[src/m68k_cache_config.svh]
// cache geometry and timing
`ifndef M68K_CACHE_CONFIG_SVH
`define M68K_CACHE_CONFIG_SVH

// organisation of the cache
`define CACHE_WAYS   4      // ways per set
`define CACHE_SETS   128    // sets, indexed by address bits 10..4
`define LINE_WORDS   8      // 16 bit words per line

// bus widths
`define TAG_W        21     // address bits 31..11
`define ADDR_W       32     // 68k address bus
`define DATA_W       16     // 68k data bus

// dram timing as seen by the controller
`define CAS_LATENCY  2      // clocks from cas to first burst word

`endif

[src/cpuBusPkg.sv]
// cpu and dram bus types
`include "m68k_cache_config.svh"

package cpuBusPkg;

	// request from the 68k, all strobes straight off the cpu pins
	typedef struct packed {
		logic [`ADDR_W-1:0] address;
		logic [`DATA_W-1:0] writeData;
		logic               udsL;       // upper byte strobe, bits 15..8
		logic               ldsL;       // lower byte strobe, bits 7..0
		logic               weL;        // low for a write
		logic               asL;        // address strobe
		logic               dramSelect; // high when the dram region is decoded
	} cpuReq_t;

	// answer back to the 68k
	typedef struct packed {
		logic [`DATA_W-1:0] readData;
		logic               dtackL;
	} cpuResp_t;

	// command into the dram controller, everything active low
	typedef struct packed {
		logic [`ADDR_W-1:0] address;
		logic [`DATA_W-1:0] writeData;
		logic               udsL;
		logic               ldsL;
		logic               weL;
		logic               asL;
		logic               selectL;    // kicks off a dram access
	} dramCmd_t;

	// status out of the dram controller
	typedef struct packed {
		logic [`DATA_W-1:0] readData;   // burst data during a fill
		logic               casL;
		logic               rasL;       // high with cas low means a read, not refresh
		logic               dtackL;
	} dramStat_t;

endpackage

[src/cachePkg.sv]
// cache types and controller states
`include "m68k_cache_config.svh"

package cachePkg;

	// controller states
	typedef enum logic [3:0] {
		resetClr      = 4'd0,  // arm the set counter
		invalidate    = 4'd1,  // walk all sets clearing tags, valids, lru
		idle          = 4'd2,
		checkHit      = 4'd3,  // compare tags for a read
		waitCacheRead = 4'd4,  // hit, hold dtack till cpu lets go
		allocLine     = 4'd5,  // write tag and valid, wait for dram cas
		casWait       = 4'd6,
		burstFill     = 4'd7,  // one word per clock into the fill way
		endFill       = 4'd8,
		writeThrough  = 4'd9
	} cacheState_e;

	typedef logic [$clog2(`CACHE_WAYS)-1:0] wayIdx_t;
	typedef logic [`CACHE_WAYS-1:0]         wayMask_t;   // one bit per way
	typedef logic [`TAG_W-1:0]              tag_t;
	typedef logic [$clog2(`CACHE_SETS)-1:0] setIdx_t;
	typedef logic [$clog2(`LINE_WORDS)-1:0] wordIdx_t;
	typedef logic [`CACHE_WAYS-2:0]         lruBits_t;   // tree bits b2 b1 b0

	// one write into the store, masks pick the ways
	typedef struct packed {
		setIdx_t  set;
		tag_t     tag;
		wordIdx_t word;
		logic     valid;    // value for the valid bit
		wayMask_t tagWe;
		wayMask_t validWe;
		wayMask_t dataWe;
	} storeWr_t;

	// what a lookup returns
	typedef struct packed {
		wayMask_t           validHit; // valid and tag match
		wayMask_t           valid;
		logic [`DATA_W-1:0] readWord; // word from the lowest hit way
	} lookup_t;

endpackage

[src/cacheController.sv]
// cache controller state machine
`timescale 1ns/1ps
`include "m68k_cache_config.svh"

module cacheController (
	input  logic                  Clock,
	input  logic                  Reset_L,
	input  cpuBusPkg::cpuReq_t    cpuReq,
	input  cpuBusPkg::dramStat_t  dramStat,
	input  cachePkg::lookup_t     result,
	input  cachePkg::wayIdx_t     victim,
	output cpuBusPkg::cpuResp_t   cpuResp,
	output cpuBusPkg::dramCmd_t   dramCmd,
	output cachePkg::storeWr_t    wr,
	output cachePkg::setIdx_t     lookupSet,
	output cachePkg::wordIdx_t    lookupWord,
	output logic                  lruClear,
	output logic                  lruTouch,
	output cachePkg::wayIdx_t     lruTouchWay
);

	cachePkg::cacheState_e state, nextState;
	cachePkg::setIdx_t     cnt, cntNext;       // set walk, cas wait and burst word
	cachePkg::wayIdx_t     fillWay;            // way picked on a miss
	cachePkg::wayIdx_t     fillWayNext;
	logic                  loadFill;
	cachePkg::wayMask_t    fillMask;           // one hot of fillWay
	cachePkg::wayIdx_t     hitWay;
	cachePkg::wayIdx_t     freeWay;            // lowest invalid way
	logic                  anyHit;
	logic                  cycleActive;        // cpu still holds the bus cycle
	logic                  lineRead;           // dram sees a line aligned read

	// lowest set bit of a way mask
	function automatic cachePkg::wayIdx_t lowestSet(input cachePkg::wayMask_t mask);
		cachePkg::wayIdx_t idx;
		idx = '0;
		for (int w = `CACHE_WAYS-1; w >= 0; w--)
			if (mask[w])
				idx = cachePkg::wayIdx_t'(w);
		return idx;
	endfunction

	assign cycleActive = !cpuReq.asL && cpuReq.dramSelect;
	assign anyHit      = |result.validHit;
	assign hitWay      = lowestSet(result.validHit);
	assign freeWay     = lowestSet(~result.valid);
	assign fillWayNext = (&result.valid) ? victim : freeWay;   // empty ways first
	assign fillMask    = cachePkg::wayMask_t'(1) << fillWay;

	//////////////////////////////////////////////////////////////////////
	// registers
	//////////////////////////////////////////////////////////////////////

	always_ff @(posedge Clock or negedge Reset_L) begin
		if (!Reset_L) begin
			state <= cachePkg::resetClr;
			cnt   <= '0;
		end else begin
			state <= nextState;
			cnt   <= cntNext;
		end
	end

	always_ff @(posedge Clock) begin
		if (loadFill)
			fillWay <= fillWayNext;   // held for the whole fill
	end

	//////////////////////////////////////////////////////////////////////
	// next state and outputs
	//////////////////////////////////////////////////////////////////////

	always_comb begin
		nextState   = state;
		cntNext     = cnt;
		loadFill    = 1'b0;
		lineRead    = 1'b0;
		lookupSet   = cpuReq.address[10:4];
		lookupWord  = cpuReq.address[3:1];
		wr          = '0;
		wr.tag      = cpuReq.address[31:11];
		lruClear    = 1'b0;
		lruTouch    = 1'b0;
		lruTouchWay = hitWay;

		// dram follows the cpu unless a state says otherwise
		dramCmd.address   = cpuReq.address;
		dramCmd.writeData = cpuReq.writeData;
		dramCmd.udsL      = cpuReq.udsL;
		dramCmd.ldsL      = cpuReq.ldsL;
		dramCmd.weL       = cpuReq.weL;
		dramCmd.asL       = cpuReq.asL;
		dramCmd.selectL   = 1'b1;

		cpuResp.readData  = result.readWord;
		cpuResp.dtackL    = 1'b1;

		case (state)
			cachePkg::resetClr: begin
				cntNext   = '0;
				nextState = cachePkg::invalidate;
			end

			cachePkg::invalidate: begin   // one set per clock
				lookupSet  = cnt;
				wr.tag     = '0;
				wr.valid   = 1'b0;
				wr.tagWe   = '1;
				wr.validWe = '1;
				lruClear   = 1'b1;
				cntNext    = cnt + 1'b1;  // wraps back to 0 on the last set
				if (cnt == cachePkg::setIdx_t'(`CACHE_SETS-1))
					nextState = cachePkg::idle;
			end

			cachePkg::idle: begin
				if (cycleActive) begin
					if (cpuReq.weL) begin
						nextState = cachePkg::checkHit;
					end else begin
						wr.valid   = 1'b0;            // drop a stale copy
						wr.validWe = result.validHit;
						nextState  = cachePkg::writeThrough;
					end
				end
			end

			cachePkg::checkHit: begin
				lineRead = 1'b1;
				if (anyHit) begin
					lruTouch = 1'b1;           // hit way becomes most recent
					if (cycleActive) begin
						cpuResp.dtackL = 1'b0;
						nextState      = cachePkg::waitCacheRead;
					end else begin
						nextState = cachePkg::idle;
					end
				end else begin
					dramCmd.selectL = 1'b0;    // start the dram read now
					loadFill        = 1'b1;
					nextState       = cachePkg::allocLine;
				end
			end

			cachePkg::waitCacheRead: begin
				lineRead = 1'b1;
				if (cycleActive)
					cpuResp.dtackL = 1'b0;
				else
					nextState = cachePkg::idle;
			end

			cachePkg::allocLine: begin
				lineRead        = 1'b1;
				dramCmd.selectL = 1'b0;
				wr.valid        = 1'b1;
				wr.tagWe        = fillMask;
				wr.validWe      = fillMask;
				lruTouch        = 1'b1;
				lruTouchWay     = fillWay;
				if (!dramStat.casL && dramStat.rasL) begin   // read cas, not a refresh
					cntNext   = '0;
					nextState = cachePkg::casWait;
				end
			end

			cachePkg::casWait: begin
				lineRead        = 1'b1;
				dramCmd.selectL = 1'b0;
				if (cnt == cachePkg::setIdx_t'(`CAS_LATENCY-1)) begin
					cntNext   = '0;
					nextState = cachePkg::burstFill;
				end else begin
					cntNext = cnt + 1'b1;
				end
			end

			cachePkg::burstFill: begin
				lineRead        = 1'b1;
				dramCmd.selectL = 1'b0;
				lookupWord      = cachePkg::wordIdx_t'(cnt);   // word 0 first
				wr.dataWe       = fillMask;
				cntNext         = cnt + 1'b1;
				if (cnt == cachePkg::setIdx_t'(`LINE_WORDS-1)) begin
					cntNext   = '0;
					nextState = cachePkg::endFill;
				end
			end

			cachePkg::endFill: begin      // line complete, answer from the cache
				lineRead = 1'b1;
				if (cycleActive)
					cpuResp.dtackL = 1'b0;
				else
					nextState = cachePkg::idle;
			end

			cachePkg::writeThrough: begin
				dramCmd.selectL = 1'b0;
				if (cycleActive)
					cpuResp.dtackL = dramStat.dtackL;   // dram paces the cpu
				else
					nextState = cachePkg::idle;
			end

			default: nextState = cachePkg::resetClr;
		endcase

		// fills always fetch the whole line, both bytes
		if (lineRead) begin
			dramCmd.address[3:0] = 4'b0000;
			dramCmd.udsL         = 1'b0;
			dramCmd.ldsL         = 1'b0;
		end

		wr.set  = lookupSet;
		wr.word = lookupWord;
	end

endmodule

[config.mk]
export PLATFORM = sky130hd
export DESIGN_NAME = cacheController
export DESIGN_NICKNAME = d
export VERILOG_FILES = /design/src/cpuBusPkg.sv /design/src/cachePkg.sv /design/src/cacheController.sv
export VERILOG_INCLUDE_DIRS = /design/src
export SDC_FILE = /design/constraint.sdc
export NUM_CORES = 1
export LEC_CHECK = 0
export BUFFER_PORTS_ARGS = -buffer_cell sky130_fd_sc_hd__buf_2
export CAP_MARGIN = 20
export CELL_PAD_IN_SITES_DETAIL_PLACEMENT = 1
export CELL_PAD_IN_SITES_GLOBAL_PLACEMENT = 1
export CORE_UTILIZATION = 22
export DETAILED_ROUTE_END_ITERATION = 7
export PLACE_DENSITY = 0.81
export SETUP_SLACK_MARGIN = 0.5
export SLEW_MARGIN = 15
export SYNTH_ARGS = -nofsm -noshare
export SYNTH_HDL_FRONTEND = slang
export SYNTH_SLANG_ARGS = --single-unit
[constraint.sdc]
create_clock -name Clock -period 2.45 [get_ports Clock]
set_input_delay 0.49 -clock Clock [delete_from_list [all_inputs] [get_ports Clock]]
set_output_delay 0.49 -clock Clock [all_outputs]
set_load 0.02 [all_outputs]
Word level (Yosys, flattened, before mapping). Cells that the tools add are included.

$add $sub $neg: 1. Multipliers: 0. Div/mod/pow operators: 0. Order comparisons: 0. Equality and inequality tests: 18. Shifts and indexed selects: 1. Muxes and demuxes: 46. Bitwise logic cells: 1. Reduce and logical (&&, ||, !) cells: 14.

Operators with widths (count): 4-bit two-way mux (12); 7-bit one-hot mux with 5 select lines (1); 4-bit one-hot mux with 8 select lines (1); 7-bit two-way mux (4); 2-bit two-way mux (11); 21-bit two-way mux (1); 4-bit by 3-bit equality test with 1-bit output (second input constant) (4); 2-bit != test (second input constant) (6); 4-bit one-hot mux with 3 select lines (1); 1-bit two-way mux (9); 4-bit by 2-bit equality test with 1-bit output (second input constant) (2); 4-bit equality test (second input constant) (2); 4-bit one-hot mux with 2 select lines (1); 4-bit OR reduction (2); 7-bit by 1-bit adder with 7-bit output (second input constant) (1); 7-bit by 1-bit equality test with 1-bit output (second input constant) (1); 7-bit by 3-bit equality test with 1-bit output (second input constant) (1); 7-bit equality test (second input constant) (1); 3-bit two-way mux (2); 6-bit AND reduction (1); 6-bit OR reduction (1); 5-bit nonzero test (1); 4-bit by 1-bit equality test with 1-bit output (second input constant) (1); 4-bit zero test (1); other kinds (10) (13).

Register bits after elaboration: 13. Bits in latches: 0. Memory bits (writable): 0. Memory bits (read-only): 0. Input bits: 100. Output and inout bits: 128. Logic and storage cells: 84. Memories kept: 0.

Longest topological paths before layout. Gate-level depths: netlist of the first run.

Depth after elaboration: 6. Mapped depth: 7. Gate-level depth less buffers: 7.

Worst setup path before layout of the first run. OpenSTA, ideal clock, no wires.

Kind: register to output. From: reg state[1]. To: out wr[37] (netlist name). Arrival time: 1.854 ns. Required time: 1.960 ns. Slack: 0.106 ns. Stages on the path, launching flop included: 7. Path buffers: 3. Path through: dfrtp_1 nand2b_1 buf_6 nor3_1 clkbuf_1 mux2_2 buf_4.

Word-level cells in the longest chain between the ends: 2.

Ends and longest elaborated chain: start, declared (RTL line cacheController.sv:22) `cachePkg::cacheState_e state, nextState;`; start signal, assigned (RTL line cacheController.sv:57) `state <= cachePkg::resetClr;`; start signal, assigned (RTL line cacheController.sv:60) `state <= nextState;`; 4-bit by 1-bit equality test with 1-bit output (RTL line cacheController.sv:99) `case (state)`; 7-bit two-way mux (RTL line cacheController.sv:99); end, declared (RTL line cacheController.sv:14) `output cachePkg::storeWr_t wr,`.

No other way between the ends.

==> run_results.csv, run 1 <==
group,metric,value,unit
pwr,irDropWorstVdd,0.4992,mV
clocking,clkLatencyLatePin,250,ps
synthesis,syn_avg_cell_area,7.789,µm²
grt,grt_pass1_vias,2303,
setup_path,max_stage_delay,400,ps
pwr,p_sw_frac,0.4639,
layout,instances_no_fill,523,
setup_path,worstPathMaxFanout,4,
clocking,tritoncts,"yes",
floorplan,core,0.009284,mm²
route,drc,0,
route,drtIter0Drc,27,
synthesis,yosys-top-cells-area,"buf_4 26%, dfrtp_1 13%, nor2b_1 7.1%, mux2_2 4.3%, nand2_1 3.9%",
route,wl,8846,µm
grt,grt_pass1_wl,11550,µm
pwr,pwr_density_cell,1242,mW/mm²
clocking,h-tree-depth,1,
sta,fin_crit,2285,ps
grt,grt_usage,0.1483,
placement,place_congestion,0.8445,
synthesis,synth_largest_area_cell,"buf_4",
sta,whs,113.1,ps
floorplan,rows,35,
sta,hold_viol_final,0,
sta,period_share,0.9328,
setup_path,cp_slowest_cell,"dfrtp_2",
grt,antenna_found_initial,0,
synthesis,synth_area,0.002111,mm²
flow_run,cap_violations,0,
worst_hold_path,hold_path.class,"input port to asynchronous set/reset pin",
synthesis,synth-seq-cells,13,
route,wire_per_inst,16.91,µm
floorplan,die_height,99.95,µm
pwr,pwr-share-comb,0.871,
setup_path,path_class,"flop to output pin",
synthesis,synth_flop_cell,"dfrtp_1",
setup_path,crit_path_cell_trace,"or2b_4 > o21ai_2 > or2b_4 > a221o_1 > buf_6",
setup_path,crit_top_cell,"or2b_4",
setup_path,cp_data_required_time,1960,ps
pwr,pwr-share-seq,0.086,
placement,dp.cells,471,
floorplan,dieWidth,99.95,µm
sta,slew_viol_final,0,
placement,dpl-instance-area,0.002502,mm²
pwr,p_leak,1.829,nW
clocking,path_clk_slew,60,ps
layout,layout_common_cells,"90 x buf_2, 61 x buf_6, 43 x buf_4",
layout,drive_gt1_frac,0.7284,
synthesis,yosysUniqueCellTypes,55,
grt,grt-ovfl-total,0,
clocking,numCtsBuffers,3,
sta,clock_skew,7.181,ps
route,detail-route-antenna-nets,0,
pwr,p_clk_frac,0.043,
synthesis,syn-num-nets,373,
synthesis,yosysSeqAreaShare,0.1589,
grt,grt_max_degree,16,
synthesis,synth_edf_count,2,
sta,rsz0062_at_grt,"true",
sta,setup_viol,0,
clocking,cts-root-buf,"clkbuf_8",
route,via_count,2356,
floorplan,die_area,0.009990,mm²
status,outcome,"complete, no violations",
synthesis,synthCells,271,
layout,fin_area,0.003660,mm²
floorplan,ios,228,
setup_path,cp-start-kind,"flop",
sta,finalSetupTns,0,ps
setup_path,crit_arrival,1800,ps
clocking,cts_num_sinks,13,
sta,max_freq,437.6,MHz
layout,n_antenna_cell,0,
layout,area_growth,73.38,%
floorplan,initial_core_util,0.2274,
pwr,switchingPower,2.109,mW
clocking,cts_hold_buf,0,
route,routed_via_density,4.505,
layout,n_fill_cell,1106,
synthesis,yosysWarnings,0,
clocking,clock_path_buffers,2,
sta,worst_pin_slew,611.0,ps
pwr,intPower,2.437,mW
sta,slew_headroom,0.5889,
layout,final_common_cell,"buf_2",
layout,fin_nets,497,
layout,ff_latch_area,344.1,µm²
setup_path,end_kind,"output pin",
route,firstDrtPassIters,4,
placement,hpwl,5626,µm
layout,multi_input_area,0.001426,mm²
synthesis,synth_top_area_frac,0.2561,
layout,utilization,0.3942,
placement,port_buffers,147,
synthesis,async_flop_share,0.8462,
synthesized netlist by cell type (3+ instances only):
cell and number:
nor2b_1 24, inv_1 7, nand2b_1 8, a21o_1 7, nor2_1 10, a21oi_1 10, and2_1 6, nand3_1 3
o21ai_0 13, nand2_1 22, mux2_2 8, dfrtp_1 11, clkbuf_1 5, buf_4 72, clkbuf_8 5, nor3_1 6
worst max-delay path, delay by kind of cell (launching register included):
kind / cells / cell delay [ps]
compound gates: 2 / 430
buf+inv: 1 / 140
flops: 1 / 400
simple gates: 2 / 580
cells by family after synthesis:
family          after synthesis  synth area share
mux                          12           0.06283
compound gates               54            0.1820
flops                        13            0.1589
simple gates                 98            0.2614
buf+inv                      92            0.3231
fa+ha+maj                     2           0.01185
sequential cells by signal (all words and copies together), names as in the netlist:
register / cells
fillWay: 2
state: 4
cnt: 7
power groups by stage:
stage	Sequential (mW)	Combinational, mW	Clock [mW]
after detailed placement	0.408	2.30	0
after CTS	0.399	2.95	0.205
after floorplan	0.334	1.89	0
after global placement	0.403	2.25	0
final	0.390	3.96	0.197
after global routing	0.403	4.20	0.213
per-layer routing:
metal,track usage,share of wire,vias to the layer above
met3,0.01741,0.059,16
met2,0.3162,0.58,113
met1,0.1467,0.35,1128
li1,-,-,1099
met4,0.03959,0.014,0
met5,0,0,-
worst paths after layout:
| path | start | to | slack [ps] | depth (start not counted) |
|---|---|---|---|---|
| max reg2reg | cnt[3] | state[1] | 280 | 5 |
| min reg2reg | cnt[0] | cnt[0] | 550 | 1 |
| max in group asynchronous | Reset_L | cnt[3] | 2090 | 1 |
| max | state[3] | cpuResp[0] | 160 | 5 |
| min | Reset_L | state[1] | 110 | 1 |
| min in group Clock | cnt[0] | cnt[0] | 550 | 1 |
stage by stage:
stage / worst slack (ps) / total power [mW]
6_report: 164.6 / 4.546
5_1_grt: 102.4 / 4.818
3_3_place_gp: 265.2 / 2.654
4_1_cts: 178.0 / 3.553
3_5_place_dp: 225.5 / 2.712
2_1_floorplan: 408.4 / 2.221
repair_timing:
item,in CTS,in global routing
cloned,1,2
setup buffers,26,19
gates resized for setup,82,121
pin swaps,23,17
endpoints found under the setup margin,72,76
cell type report:
class	instances	share of cell area
timing repair buffer	204	0.4516
clock buffer	4	0.01231
inverter	7	0.008205
tap	129	0.04410
multi-input combinational	166	0.3897
sequential	13	0.09402
No activity file was read; power rests on OpenSTA's default activity.
==> run 2, diff against run 1 <==
--- a/config.mk
+++ b/config.mk
@@ -11,6 +11,7 @@
 export CELL_PAD_IN_SITES_DETAIL_PLACEMENT = 1
 export CELL_PAD_IN_SITES_GLOBAL_PLACEMENT = 1
 export CORE_UTILIZATION = 22
+export CTS_BUF_LIST = sky130_fd_sc_hd__clkbuf_4 sky130_fd_sc_hd__clkbuf_8 sky130_fd_sc_hd__clkbuf_16
 export DETAILED_ROUTE_END_ITERATION = 7
 export PLACE_DENSITY = 0.81
 export SETUP_SLACK_MARGIN = 0.5
==> run 2 against run 1 <==
Count of clock-buffer cells in the layout is the same; design area shrank 0.96%; non-clock buffer count shrank 1; register-to-register slack lost 20 ps; combinational power shrank 3%; worst hold slack lost 3.7 ps; via count shrank 0.64%; fmax shrank 0.59%; clock power grew 7%; core utilization shrank 0.38 points; critical path type unchanged.
==> run_results.csv, run 2 (synthesis gave the netlist of run 1 again) <==
group,metric,value,unit
layout,fin_nets,496,
clocking,path_clk_slew,60,ps
clocking,tritoncts,"yes",
layout,fin_area,0.003625,mm²
route,via_count,2341,
sta,whs,109.4,ps
floorplan,die_height,99.95,µm
layout,drive_gt1_frac,0.7277,
pwr,p_leak,1.814,nW
placement,port_buffers,147,
setup_path,r2r_end,"state[1]",
sta,worst_pin_slew,589.5,ps
route,wl,8711,µm
sta,slew_viol_final,0,
grt,antenna_found_initial,0,
layout,largest_register,"cnt",
grt,top_usage_layer,"met2",
setup_path,crit_start,"state[3]",
route,firstDrtPassIters,4,
layout,area_growth,71.73,%
clocking,clkLatencyLatePin,250,ps
pwr,pwr_density_cell,1229,mW/mm²
flow_run,cap_violations,0,
grt,grtUsageMet3,0.01741,
status,outcome,"complete, no violations",
setup_path,cp-start-kind,"flop",
sta,slew_headroom,0.6034,
clocking,h-tree-depth,1,
sta,fin_crit,2299,ps
sta,finalSetupTns,0,ps
layout,layout_common_cells,"89 x buf_2, 62 x buf_6, 42 x buf_4",
sta,period_share,0.9384,
route,detail-route-antenna-nets,0,
clocking,cts_hold_buf,0,
layout,largest_reg_flops,7,
sta,setup_viol,0,
floorplan,dieWidth,99.95,µm
floorplan,die_area,0.009990,mm²
sta,max_freq,435.0,MHz
setup_path,end_kind,"output pin",
sta,rsz0062_at_grt,"true",
grt,grt_max_degree,16,
sta,clock_skew,9.237,ps
pwr,irDropWorstVdd,0.6145,mV
grt,grt_pass1_wl,11550,µm
grt,grt_util_met1,0.1467,
route,drtIter0Drc,40,
setup_path,r2r-start,"state[0]",
placement,hpwl,5626,µm
setup_path,path_class,"flop to output pin",
route,routed_via_density,4.485,
layout,n_fill_cell,1092,
setup_path,worstRegToRegCells,9,
sta,hold_viol_final,0,
clocking,clock_path_buffers,2,
clocking,numCtsBuffers,3,
floorplan,core,0.009284,mm²
layout,final_common_cell,"buf_2",
layout,n_antenna_cell,0,
grt,grt_usage,0.1483,
grt,grt_util_met2,0.3162,
layout,reg_top3,"cnt: 7 flops, state: 4 flops, fillWay: 2 flops",
clocking,cts-root-buf,"clkbuf_8",
grt,grt-ovfl-total,0,
worst_hold_path,hold_path.class,"input port to asynchronous set/reset pin",
floorplan,initial_core_util,0.2274,
floorplan,rows,35,
placement,place_congestion,0.8445,
placement,dpl-instance-area,0.002502,mm²
grt,grt_pass1_vias,2303,
clocking,cts_num_sinks,13,
floorplan,ios,228,
route,wire_per_inst,16.69,µm
setup_path,worstPathMaxFanout,4,
setup_path,cp_data_required_time,1960,ps
setup_path,crit_arrival,1810,ps
route,drc,0,
setup_path,ff2ff_setup_slack,260,ps
==> run 2: cell count changes in the layout (fill, tap and decap cells not counted), sizes merged <==
cell  delta
buf      -1
==> run 2: what timing repair did <==
item / CTS / global route
pin swaps: 23 / 12
cloned: 1 / 2
setup endpoints to repair: 72 / 76
resized for setup: 82 / 118
setup buffers: 26 / 18
==> run 2: cell type report <==
class	instances	area, µm²	share of cell area
Sequential cell	13	342.8	0.09458
Inverter	7	30.03	0.008284
Multi-Input combinational cell	166	1390	0.3835
Tap cell	129	161.4	0.04453
Clock buffer	4	48.80	0.01346
Timing Repair Buffer	203	1652	0.4556
==> run 2: routing by layer <==
layer	part of all wire	vias up
met4	0.015	0
li1	-	1099
met1	0.35	1117
met2	0.57	109
met3	0.060	16
met5	0	-
==> run 2: per-stage QoR <==
stage / worst slack, ps / util / std cells / power [mW]
after global routing: 100.9 / 0.3904 / 522 / 4.718
after detailed placement: 225.5 / 0.2695 / 471 / 2.712
final: 150.9 / 0.3904 / 522 / 4.454
after global placement: 265.2 / 0.2695 / 471 / 2.654
after CTS: 177.7 / 0.3257 / 502 / 3.564
after floorplan: 408.4 / - / 271 / 2.221
==> run 2: how the worst max path moves through the flow <==
stage / slack (ps) / endpoint
global route: 100 / cpuResp[0]
floorplan: 410 / wr[37]
global placement: 270 / cpuResp[0]
detailed placement: 230 / state[2]
CTS: 180 / dramCmd[24]
finish: 150 / cpuResp[0]
==> run 2: worst max-delay path: stages, from the launching register on <==
cell     delay, ps
dfrtp_2        400
or2b_4         300
o21ai_2         70
or2b_4         280
a221o_1        370
buf_6          140
==> run 2: power by group <==
group	switching (mW)	total [mW]	internal, mW
combinational	1.87	3.86	1.98
sequential	0.101	0.386	0.285
clock	0.0848	0.211	0.126
